### config.mk
export PLATFORM = sky130hd
export DESIGN_NAME = sel_loop_top
export DESIGN_NICKNAME = d
export VERILOG_FILES = /design/src/sel_loop_pkg.sv /design/src/reg_delay.sv /design/src/pdetect.sv /design/src/xy_pi_clip.sv /design/src/mp_proc.sv /design/src/ctrl_regs.sv /design/src/sel_loop_top.sv
export SDC_FILE = /design/constraint.sdc
export NUM_CORES = 2
export LEC_CHECK = 0
export ABC_CLOCK_PERIOD_IN_PS = 9600
export BUFFER_PORTS_ARGS = -buffer_cell sky130_fd_sc_hd__buf_2
export CAP_MARGIN = 10
export CORE_ASPECT_RATIO = 0.75
export CORE_UTILIZATION = 55
export DETAILED_ROUTE_END_ITERATION = 10
export PLACE_DENSITY = 0.72
export RECOVER_POWER = 100
export SYNTH_ARGS = -nofsm -noshare
export SYNTH_HDL_FRONTEND = slang
export SYNTH_SLANG_ARGS = --single-unit
export TNS_END_PERCENT = 1
### constraint.sdc
create_clock -name clk -period 9.6 [get_ports clk]
set_input_delay 1.92 -clock clk [delete_from_list [all_inputs] [get_ports clk]]
set_output_delay 1.92 -clock clk [all_outputs]
set_load 0.05 [all_outputs]
### src/sel_loop_pkg.sv
package sel_loop_pkg;

	// signed sample, setpoint and coefficient word
	typedef logic signed [17:0] word_t;
	// phase output carries one extra lsb
	typedef logic signed [18:0] phase_t;

	// cycles between cordic sync pulses
	localparam int FRAME_LEN = 8;
	// cordic gain compensation of the magnitude setpoint, 17-bit fraction
	localparam word_t SET_SCALE = 18'sd96667;
	// one radian as a 17-bit fraction of a revolution
	localparam int RAD_UNIT = 20861;

	// host table select codes
	localparam logic [1:0] TBL_SETMP = 2'd0;
	localparam logic [1:0] TBL_COEFF = 2'd1;
	localparam logic [1:0] TBL_LIM = 2'd2;

	typedef struct packed {
		logic sel_en;
		logic ff_en;
		word_t ph_offset;
		word_t sel_thresh;
		word_t ff_setm;
		word_t ff_setp;
		word_t ff_ddrive;
	} loop_ctrl_t;

	typedef struct packed {
		logic [1:0] tbl;
		logic [1:0] addr;
		word_t data;
	} host_wr_t;

	// x_hi lands in bit 0, y_lo in bit 3
	typedef struct packed {
		logic y_lo;
		logic x_lo;
		logic y_hi;
		logic x_hi;
	} clip_t;

	// over: even bits magnitude, odd bits phase, ladder /1 /2 /4 /8
	typedef struct packed {
		clip_t clip;
		logic [7:0] over;
	} cmp_event_t;

endpackage

### src/reg_delay.sv
`timescale 1ns/100ps

module reg_delay #(
	// payload carried down the line
	parameter type dtype = logic,
	// latency in cycles, at least one
	parameter int len = 1
) (
	input logic clk,
	input logic rst_n,
	input dtype din,
	output dtype dout
);

	dtype sr [len];

	// plain shift register, stage 0 takes din
	always_ff @(posedge clk or negedge rst_n) begin
		if (!rst_n) begin
			for (int i = 0; i < len; i++) begin
				sr[i] <= '0;
			end
		end else begin
			sr[0] <= din;
			for (int i = 1; i < len; i++) begin
				sr[i] <= sr[i-1];
			end
		end
	end

	assign dout = sr[len-1];

endmodule

### src/pdetect.sv
`timescale 1ns/100ps

module pdetect
	import sel_loop_pkg::*;
(
	input logic clk,
	input logic rst_n,
	input word_t ang_in,
	input logic strobe_in,
	input logic clear,
	output word_t ang_out
);

	// last strobed input and extended angle
	word_t prev_ang;
	word_t hist;
	word_t delta;
	logic signed [18:0] hist_sum;
	word_t hist_sat;

	always_comb begin
		// difference wraps in 18 bits, so a jump across +-pi is a small step
		delta = ang_in - prev_ang;
		hist_sum = hist + delta;
		hist_sat = hist_sum[17:0];
		// clamp at full scale rather than wrap
		if (hist_sum[18] != hist_sum[17]) begin
			hist_sat = {hist_sum[18], {17{~hist_sum[18]}}};
		end
	end

	always_ff @(posedge clk or negedge rst_n) begin
		if (!rst_n) begin
			prev_ang <= '0;
			hist <= '0;
			ang_out <= '0;
		end else if (strobe_in) begin
			prev_ang <= ang_in;
			// cleared history just tracks the raw angle
			hist <= clear ? ang_in : hist_sat;
			ang_out <= clear ? ang_in : hist_sat;
		end else begin
			// off-strobe words pass through one register
			ang_out <= ang_in;
		end
	end

endmodule

### src/xy_pi_clip.sv
`timescale 1ns/100ps

module xy_pi_clip
	import sel_loop_pkg::*;
#(
	parameter int ff_dshift = 0
) (
	input logic clk,
	input logic rst_n,
	input logic sync,
	input word_t in_err,
	input word_t coeff,
	input word_t lim,
	input logic ff_en,
	input word_t ff_ddrive,
	output word_t out_xy,
	output clip_t clipped
);

	// t0 is the sync cycle, in_err holds err_x at t0 and err_y at t1
	// coeff stream t0..t3 is ki_x ki_y kp_x kp_y
	// lim stream t1..t4 is hi_x hi_y lo_x lo_y
	logic [3:0] stage;
	word_t e1, e2, mul_err;
	logic signed [35:0] prod;
	logic signed [18:0] term;
	word_t integ [2];
	word_t hi_q [2];
	word_t ff_term;
	logic ax;
	logic signed [19:0] acc, sum;
	word_t acc_sat;
	logic hi_f, lo_f;
	word_t out_q;
	clip_t clip_q;

	always_comb begin
		// ki products use the live error, kp products the twice delayed one
		mul_err = (stage[1] | stage[2]) ? e2 : in_err;
		term = prod[35:17];
		ff_term = ff_en ? (ff_ddrive >>> ff_dshift) : 18'sd0;
		// y axis works at t2 (integrate) and t4 (output)
		ax = stage[1] | stage[3];
		acc = integ[ax] + term + ff_term;
		acc_sat = acc[17:0];
		if (acc > 20'sd131071) begin
			acc_sat = 18'sh1ffff;
		end else if (acc < -20'sd131072) begin
			acc_sat = 18'sh20000;
		end
		// output includes this frame's integrator step
		sum = integ[ax] + term;
		hi_f = sum > hi_q[ax];
		lo_f = sum < lim;
	end

	always_ff @(posedge clk) begin
		e1 <= in_err;
		e2 <= e1;
		prod <= mul_err * coeff;
		if (stage[0])
			hi_q[0] <= lim;
		if (stage[1])
			hi_q[1] <= lim;
	end

	always_ff @(posedge clk or negedge rst_n) begin
		if (!rst_n) begin
			stage <= '0;
			integ[0] <= '0;
			integ[1] <= '0;
			out_q <= '0;
			clip_q <= '0;
		end else begin
			stage <= {stage[2:0], sync};
			if (stage[0] | stage[1]) begin
				integ[ax] <= acc_sat;
			end else if (stage[2] | stage[3]) begin
				if (hi_f) begin
					out_q <= hi_q[ax];
					// anti-windup, integrator stays inside the limits
					if (integ[ax] > hi_q[ax])
						integ[ax] <= hi_q[ax];
				end else if (lo_f) begin
					out_q <= lim;
					if (integ[ax] < lim)
						integ[ax] <= lim;
				end else begin
					out_q <= sum[17:0];
				end
				if (ax) begin
					clip_q.y_hi <= hi_f;
					clip_q.y_lo <= lo_f;
				end else begin
					clip_q.x_hi <= hi_f;
					clip_q.x_lo <= lo_f;
				end
			end
		end
	end

	assign out_xy = out_q;
	assign clipped = clip_q;

	// host must keep lo at or below hi in the limit table
	a_clip_excl: assert property (@(posedge clk) disable iff (!rst_n)
		!(clip_q.x_hi && clip_q.x_lo) && !(clip_q.y_hi && clip_q.y_lo));

endmodule

### src/mp_proc.sv
`timescale 1ns/100ps

module mp_proc
	import sel_loop_pkg::*;
#(
	parameter int thresh_shift = 9,
	parameter int ff_dshift = 0
) (
	input logic clk,
	input logic rst_n,
	input logic sync,
	input word_t in_mp,
	input loop_ctrl_t ctrl,
	input word_t setmp,
	input word_t coeff,
	input word_t lim,
	output logic [1:0] setmp_addr,
	output logic [1:0] coeff_addr,
	output logic [1:0] lim_addr,
	output logic out_sync,
	output word_t out_xy,
	output phase_t out_ph,
	output cmp_event_t cmp_event
);

	logic [2:0] slot_q, cur_slot;
	logic sync_d1, sync_d2;
	logic sel_amp_ok;
	word_t setmp_mux, mp_err, pd_err;
	word_t setm_q, setp_q, set_hold;
	logic signed [35:0] set_full;
	phase_t ph_stream;
	word_t pi_xy, xy_d1, xy_d2, out_q;
	clip_t pi_clip, clip_d;
	logic [16:0] pd_abs, abs_m, abs_p, thr_m, thr_p;
	logic [7:0] over_w;
	cmp_event_t cmp_q;

	always_comb begin
		cur_slot = sync ? 3'd0 : slot_q + 3'd1;
		// table reads land one cycle after the address
		// setmp gives magnitude at slot 0 and phase at slot 1
		setmp_addr = {1'b0, cur_slot == 3'd0};
		// pi wants ki_x ki_y kp_x kp_y on slots 1..4
		case (cur_slot)
			3'd0: coeff_addr = 2'd1;
			3'd1: coeff_addr = 2'd3;
			3'd2: coeff_addr = 2'd0;
			default: coeff_addr = 2'd2;
		endcase
		// limits hi_x hi_y lo_x lo_y on slots 2..5
		lim_addr = 2'(cur_slot - 3'd1);
		if (ctrl.ff_en)
			setmp_mux = (cur_slot == 3'd0) ? ctrl.ff_setm : ctrl.ff_setp;
		else
			setmp_mux = setmp;
		mp_err = in_mp - setmp_mux;
		// phase words for next frame, drv_p at slot 1 and set_p at slot 3
		ph_stream = '0;
		if (cur_slot == 3'd1 && ctrl.sel_en && sel_amp_ok) begin
			ph_stream = {in_mp + ctrl.ph_offset, 1'b0};
		end else if (cur_slot == 3'd3) begin
			ph_stream = {setp_q, 1'b0};
		end
		set_full = setm_q * SET_SCALE;
		// ones-complement abs, -1 reads as 0
		pd_abs = pd_err[17] ? ~pd_err[16:0] : pd_err[16:0];
		thr_m = 17'(setm_q >>> thresh_shift);
		thr_p = 17'(RAD_UNIT >> thresh_shift);
		for (int k = 0; k < 4; k++) begin
			over_w[2*k] = abs_m > (thr_m >> k);
			over_w[2*k+1] = abs_p > (thr_p >> k);
		end
	end

	// magnitude error out at slot 1, extended phase error at slot 2
	pdetect i_pdetect (.clk(clk), .rst_n(rst_n), .ang_in(mp_err), .strobe_in(sync_d1),
		.clear(~sel_amp_ok), .ang_out(pd_err));

	// drive x at slot 5, y at slot 6
	xy_pi_clip #(.ff_dshift(ff_dshift)) i_pi (.clk(clk), .rst_n(rst_n), .sync(sync_d1),
		.in_err(pd_err), .coeff(coeff), .lim(lim), .ff_en(ctrl.ff_en),
		.ff_ddrive(ctrl.ff_ddrive), .out_xy(pi_xy), .clipped(pi_clip));

	// one frame from slot 1 to slot 1 of the next frame
	reg_delay #(.dtype(phase_t), .len(FRAME_LEN)) i_ph_dly (.clk(clk), .rst_n(rst_n),
		.din(ph_stream), .dout(out_ph));

	// clip flags settle at slot 6, picked up with the over bits at slot 7
	reg_delay #(.dtype(clip_t), .len(1)) i_clip_dly (.clk(clk), .rst_n(rst_n),
		.din(pi_clip), .dout(clip_d));

	always_ff @(posedge clk) begin
		xy_d1 <= pi_xy;
		xy_d2 <= xy_d1;
	end

	always_ff @(posedge clk or negedge rst_n) begin
		if (!rst_n) begin
			slot_q <= '0;
			sync_d1 <= 1'b0;
			sync_d2 <= 1'b0;
			sel_amp_ok <= 1'b0;
			setm_q <= '0;
			setp_q <= '0;
			set_hold <= '0;
			abs_m <= '0;
			abs_p <= '0;
			out_q <= '0;
			cmp_q <= '0;
		end else begin
			slot_q <= cur_slot;
			sync_d1 <= sync;
			sync_d2 <= sync_d1;
			// hysteresis on amplitude, the phase is noise at low level
			if (sync) begin
				setm_q <= setmp_mux;
				if (in_mp > ctrl.sel_thresh)
					sel_amp_ok <= 1'b1;
				else if (in_mp < (ctrl.sel_thresh >>> 1))
					sel_amp_ok <= 1'b0;
			end
			if (sync_d1) begin
				setp_q <= setmp_mux;
				abs_m <= pd_abs;
			end
			if (sync_d2)
				abs_p <= pd_abs;
			// frame results handed over just before the next sync
			if (cur_slot == 3'd7) begin
				set_hold <= set_full[34:17];
				cmp_q <= '{clip: clip_d, over: over_w};
			end
			case (cur_slot)
				3'd7, 3'd0: out_q <= xy_d2;
				3'd1: out_q <= set_hold;
				default: out_q <= '0;
			endcase
		end
	end

	assign out_sync = sync;
	assign out_xy = out_q;
	assign cmp_event = cmp_q;

	// cordic framing is fixed, every sync is followed by the next one 8 cycles on
	a_sync_period: assert property (@(posedge clk) disable iff (!rst_n)
		sync |=> !sync [*FRAME_LEN-1] ##1 sync);

endmodule

### src/ctrl_regs.sv
`timescale 1ns/100ps

module ctrl_regs
	import sel_loop_pkg::*;
(
	input logic clk,
	input logic rst_n,
	input logic host_we,
	input host_wr_t host_wr,
	input logic [1:0] setmp_addr,
	input logic [1:0] coeff_addr,
	input logic [1:0] lim_addr,
	output word_t setmp,
	output word_t coeff,
	output word_t lim
);

	// setmp 0 magnitude 1 phase
	word_t setmp_tab [4];
	// kp_x ki_x kp_y ki_y
	word_t coeff_tab [4];
	// hi_x hi_y lo_x lo_y
	word_t lim_tab [4];

	always_ff @(posedge clk or negedge rst_n) begin
		if (!rst_n) begin
			for (int i = 0; i < 4; i++) begin
				setmp_tab[i] <= '0;
				coeff_tab[i] <= '0;
				lim_tab[i] <= '0;
			end
		end else if (host_we) begin
			// one entry per write strobe, code 3 is ignored
			case (host_wr.tbl)
				TBL_SETMP: setmp_tab[host_wr.addr] <= host_wr.data;
				TBL_COEFF: coeff_tab[host_wr.addr] <= host_wr.data;
				TBL_LIM: lim_tab[host_wr.addr] <= host_wr.data;
				default: ;
			endcase
		end
	end

	// registered reads, one cycle latency
	always_ff @(posedge clk) begin
		setmp <= setmp_tab[setmp_addr];
		coeff <= coeff_tab[coeff_addr];
		lim <= lim_tab[lim_addr];
	end

endmodule

### src/sel_loop_top.sv
`timescale 1ns/100ps

module sel_loop_top
	import sel_loop_pkg::*;
#(
	// lock ladder starts at setpoint >> thresh_shift
	parameter int thresh_shift = 9,
	// downshift of the feed-forward drive step
	parameter int ff_dshift = 0
) (
	input logic clk,
	input logic rst_n,
	input logic sync,
	input word_t in_mp,
	input loop_ctrl_t ctrl,
	input logic host_we,
	input host_wr_t host_wr,
	output logic out_sync,
	output word_t out_xy,
	output phase_t out_ph,
	output cmp_event_t cmp_event
);

	// per-slot table lookups between processor and register file
	logic [1:0] setmp_addr, coeff_addr, lim_addr;
	word_t setmp, coeff, lim;

	ctrl_regs i_ctrl_regs (.clk(clk), .rst_n(rst_n), .host_we(host_we), .host_wr(host_wr),
		.setmp_addr(setmp_addr), .coeff_addr(coeff_addr), .lim_addr(lim_addr),
		.setmp(setmp), .coeff(coeff), .lim(lim));

	mp_proc #(.thresh_shift(thresh_shift), .ff_dshift(ff_dshift)) i_mp_proc (
		.clk(clk), .rst_n(rst_n), .sync(sync), .in_mp(in_mp), .ctrl(ctrl),
		.setmp(setmp), .coeff(coeff), .lim(lim),
		.setmp_addr(setmp_addr), .coeff_addr(coeff_addr), .lim_addr(lim_addr),
		.out_sync(out_sync), .out_xy(out_xy), .out_ph(out_ph), .cmp_event(cmp_event));

endmodule

==> run summary <==
The flow ran to the end, but the final reports show violations. The checks that failed: max-capacitance violations, max-slew violations. The core area is 95400 um2. The synthesized netlist net count came out at 6091.

Setup repair after global routing left no endpoint under its margin. Across every metal layer, demand over resource in global routing totals 0.281. Sorting the synthesized cells by how often they occur yields 688 x sky130_fd_sc_hd__inv_1, 567 x sky130_fd_sc_hd__dfrtp_1, 486 x sky130_fd_sc_hd__fa_1, 478 x sky130_fd_sc_hd__ha_1, 429 x sky130_fd_sc_hd__nand2_1. The HPWL after detailed placement is 101000 um. After floorplanning, the core was divided into 98 placement rows. The number of DRC violations after detailed-routing iteration 0 came out at 3038. The layout has 7864 filler cells. The share of synthesized area in the top cell type comes to 0.267. The most common cell in the netlist is sky130_fd_sc_hd__inv_1. For the worst flop-to-flop path, the logic depth is 25. The leading area contributor after synthesis is sky130_fd_sc_hd__dfrtp_1. The number of buffers created by CTS came out at 74.

The area overhead of the layout relative to synthesis came out at 8.44%. Of the synthesized area, sequential elements account for 0.342. The number of max-cap violations is 12. The floorplan step set the die width to 361 um.

The hold path depth is 0. The number of port buffers is 184. The async set-or-reset flop fraction in the synthesized netlist is 0.758.

The register-to-register setup slack is 0.61 ns. The routed length per instance is 20.9 um. Synthesis handed over a netlist of 4991 instances. The hold path startpoint is i_mp_proc.i_pi.e1[15]. The final hold violation count came out at 0.

The worst slew slack as a fraction of its limit came out at -2.08. After layout, the minimum clock period comes to 8.99 ns. The master cell of the clock root buffer is sky130_fd_sc_hd__clkbuf_16. The endpoint of the worst hold path is i_mp_proc.i_pi.e2[15].

The wire length reported by the detailed router is 134000 um. Counting along the longest clock path gives a buffer depth of 3. Clock skew on the completed layout was measured at 0.0259 ns.

The core occupancy in the finished layout came out at 0.603. The mapped cell area is 53100 um2. The clock reaches the later pin of the worst-skew pair after 0.66 ns. At the worst endpoint, the required time is 10.15 ns.

Data on the critical path arrives at its endpoint at 9.54 ns. Derived from the worst setup path, the maximum achievable clock frequency is 111 MHz. The congestion estimate from routability-driven global placement came to 0.907. The worst setup path is launched from a flip-flop.

The register clock-pin slew on the reported worst setup and hold paths is 0.07 ns. The number of enable flip-flop cells after synthesis is 36. The maximum fanout encountered on the critical timing path is 18. The number of distinct library cells after synthesis came out at 99. The leftover overflow at the end of global routing is 0.

Measured along the y axis, the die boundary spans 271 um. The antenna violation net count after detailed routing is 0. The detailed router placed 36600 vias in this run. The type of the worst setup path is flip-flop to flip-flop.

The number of placed cells counting well taps came out at 6275. The most instantiated flip-flop cell in the synthesis netlist is sky130_fd_sc_hd__dfrtp_1. The H-tree level count came out at 3. Setup total negative slack on the finished layout was measured at 0 ns. A synthesized cell averages 10.6 um2. The fraction of layout instances using a drive strength above 1 is 0.119. The pin count of the biggest net entering global routing is 183. The die covers 97800 um2.

Across all setup checks in the final design, the least slack found is 0.610 ns. The post-cts hold buffer count came out at 0. Gates resized during post-CTS repair numbered 0. The CTS tree is yes. The launch point of the worst reg-to-reg path is i_mp_proc.i_pi.stage[2]. The number of warning messages in the yosys log came out at 0. The number of sinks on the clock net is 748. Synthesis inferred 748 register bits. The starting density of the core is 0.556.

The actual transition at the worst max-transition pin is 4.62 ns. The count of boundary I/O pins came out at 186. In the routed design, unresolved DRC markers number 0. The net count of the finished layout came out at 6202.

The setup fix buffers added after clock tree synthesis is 0. The first global-routing pass estimated 213000 um of wire. The post-route non-filler standard cell count is 6414.

The average vias per placed instance is 5.71. The total count of max-transition violations in the final report is 745. The number of antenna violations at the first check in global routing is 8. After synthesis, the cell types taking the most area are sky130_fd_sc_hd__dfrtp_1 27%, sky130_fd_sc_hd__fa_1 18%, sky130_fd_sc_hd__ha_1 11%. The number of endpoints failing setup at the final stage is 0. The worst hold path belongs to the class flip-flop to flip-flop.

Before antenna repair, the detailed router went through 6 iterations. The number of global-route vias before repair came out at 37600. The post-placement worst setup slack is 0.440 ns. The endpoint of the most critical register-to-register path is i_mp_proc.i_pi.prod[35]. The worst setup path is captured at a flip-flop. The final clock period utilization by the worst path came out at 0.936.
## per-layer routing
metal  global-route usage  vias to the layer above  part of all wire
met2                0.417                     1257              0.43
met3               0.0635                      210             0.080
met4               0.0820                        4             0.027
met5                    0                        -           0.00013
met1                0.413                    18500              0.46
li1                     -                    16700                 -
## sequential cells by signal (all words and copies together) (netlist names), 18 cells and up
register                      cells
i_mp_proc.i_pi.e1                18
i_ctrl_regs.coeff                18
i_mp_proc.i_ph_dly.dout          18
i_mp_proc.i_pi.integ             36
i_mp_proc.i_pi.e2                18
i_ctrl_regs.lim                  18
i_mp_proc.i_pdetect.hist         18
i_mp_proc.i_pi.hi_q              36
i_mp_proc.i_pi.out_xy            18
i_mp_proc.out_xy                 18
i_mp_proc.xy_d2                  18
i_mp_proc.set_hold               18
i_mp_proc.setm_q                 18
i_mp_proc.i_pdetect.prev_ang     18
i_ctrl_regs.setmp                18
i_mp_proc.i_pdetect.ang_out      18
i_mp_proc.i_ph_dly.sr           126
i_ctrl_regs.lim_tab              72
i_mp_proc.setp_q                 18
i_mp_proc.i_pi.prod              19
i_ctrl_regs.coeff_tab            72
i_ctrl_regs.setmp_tab            36
i_mp_proc.xy_d1                  18
## layout make-up
cell class / instances / area [um2] / area share
clock inverters: 38 / 546 / 0.00948
diodes: 1 / 2.50 / 0.0000435
multi-input cells: 3351 / 31400 / 0.546
repair buffers: 239 / 1220 / 0.0212
clock buffers: 99 / 2030 / 0.0352
well taps: 1250 / 1560 / 0.0272
flip-flops and latches: 748 / 18200 / 0.316
inverters: 688 / 2580 / 0.0449
## critical path, stage by stage (launching register included)
cell and delay (ns):
sky130_fd_sc_hd__dfrtp_1 0.55, sky130_fd_sc_hd__nor2_1 0.18, sky130_fd_sc_hd__clkbuf_1 0.76, sky130_fd_sc_hd__mux2_1 0.85
sky130_fd_sc_hd__nand2_1 0.18, sky130_fd_sc_hd__fa_1 0.57, sky130_fd_sc_hd__inv_1 0.05, sky130_fd_sc_hd__fa_1 0.46
sky130_fd_sc_hd__ha_1 0.30, sky130_fd_sc_hd__inv_1 0.05, sky130_fd_sc_hd__fa_1 0.52, sky130_fd_sc_hd__fa_1 0.44
sky130_fd_sc_hd__fa_1 0.54, sky130_fd_sc_hd__inv_1 0.04, sky130_fd_sc_hd__ha_1 0.29, sky130_fd_sc_hd__a21o_1 0.16
sky130_fd_sc_hd__a221o_1 0.36, sky130_fd_sc_hd__a211oi_1 0.24, sky130_fd_sc_hd__a21oi_1 0.13, sky130_fd_sc_hd__o31ai_1 0.34
sky130_fd_sc_hd__a31oi_1 0.28, sky130_fd_sc_hd__a211oi_1 0.78, sky130_fd_sc_hd__o41ai_2 0.26, sky130_fd_sc_hd__a21oi_1 0.29
sky130_fd_sc_hd__o21bai_1 0.12, sky130_fd_sc_hd__xnor2_1 0.13
## metrics by stage
stage          hold slack, ns  cell area, um2
2_1_floorplan           0.310           53100
3_3_place_gp            0.310           55200
3_5_place_dp            0.312           55200
4_1_cts                 0.328           57800
5_1_grt                 0.328           57600
6_report                0.320           57600
## how the worst max path moves through the flow
| stage | startpoint | end | slack (ns) | depth (start not counted) |
|---|---|---|---|---|
| 2_1_floorplan | sync | i_mp_proc.i_pdetect.hist[11] | 0.65 | 33 |
| 3_3_place_gp | ctrl[90] | i_mp_proc.i_pdetect.hist[12] | 0.51 | 33 |
| 3_5_place_dp | ctrl[90] | i_mp_proc.i_pdetect.hist[12] | 0.44 | 33 |
| 4_1_cts | ctrl[90] | i_mp_proc.i_pdetect.hist[12] | 1.09 | 33 |
| 5_1_grt | sync | i_mp_proc.i_pdetect.hist[1] | 0.14 | 33 |
| 6_report | i_mp_proc.i_pi.stage[2] | i_mp_proc.i_pi.prod[35] | 0.61 | 25 |
## kinds of logic after synthesis
logic type / Yosys count / share of synthesized area
buffers and inverters: 892 / 0.0653
XOR/XNOR: 157 / 0.0262
other: 1 / 0.0000707
flip-flops: 748 / 0.342
adder cells (fa/ha/maj): 967 / 0.297
AO/OA/AOI/OAI: 809 / 0.0981
multiplexers: 383 / 0.0789
AND/OR/NAND/NOR: 1034 / 0.0924
## cell usage in the layout (no fill, tap or decap), drive strengths merged, types with 70 or more instances in the layout
cell type and n:
mux2i 99, o21ai 156, a21oi 274, xnor2 116, mux2 284, dfrtp 567
nor2 202, fa 486, nor2b 75, dfxtp 145, nand2 429, a21o 70
and2 128, clkbuf 176, buf 162, inv 693, ha 478
Power is left out: the tool's default activity adds up to more than one toggle a clock period on the data nets, which glitch-free logic cannot reach.
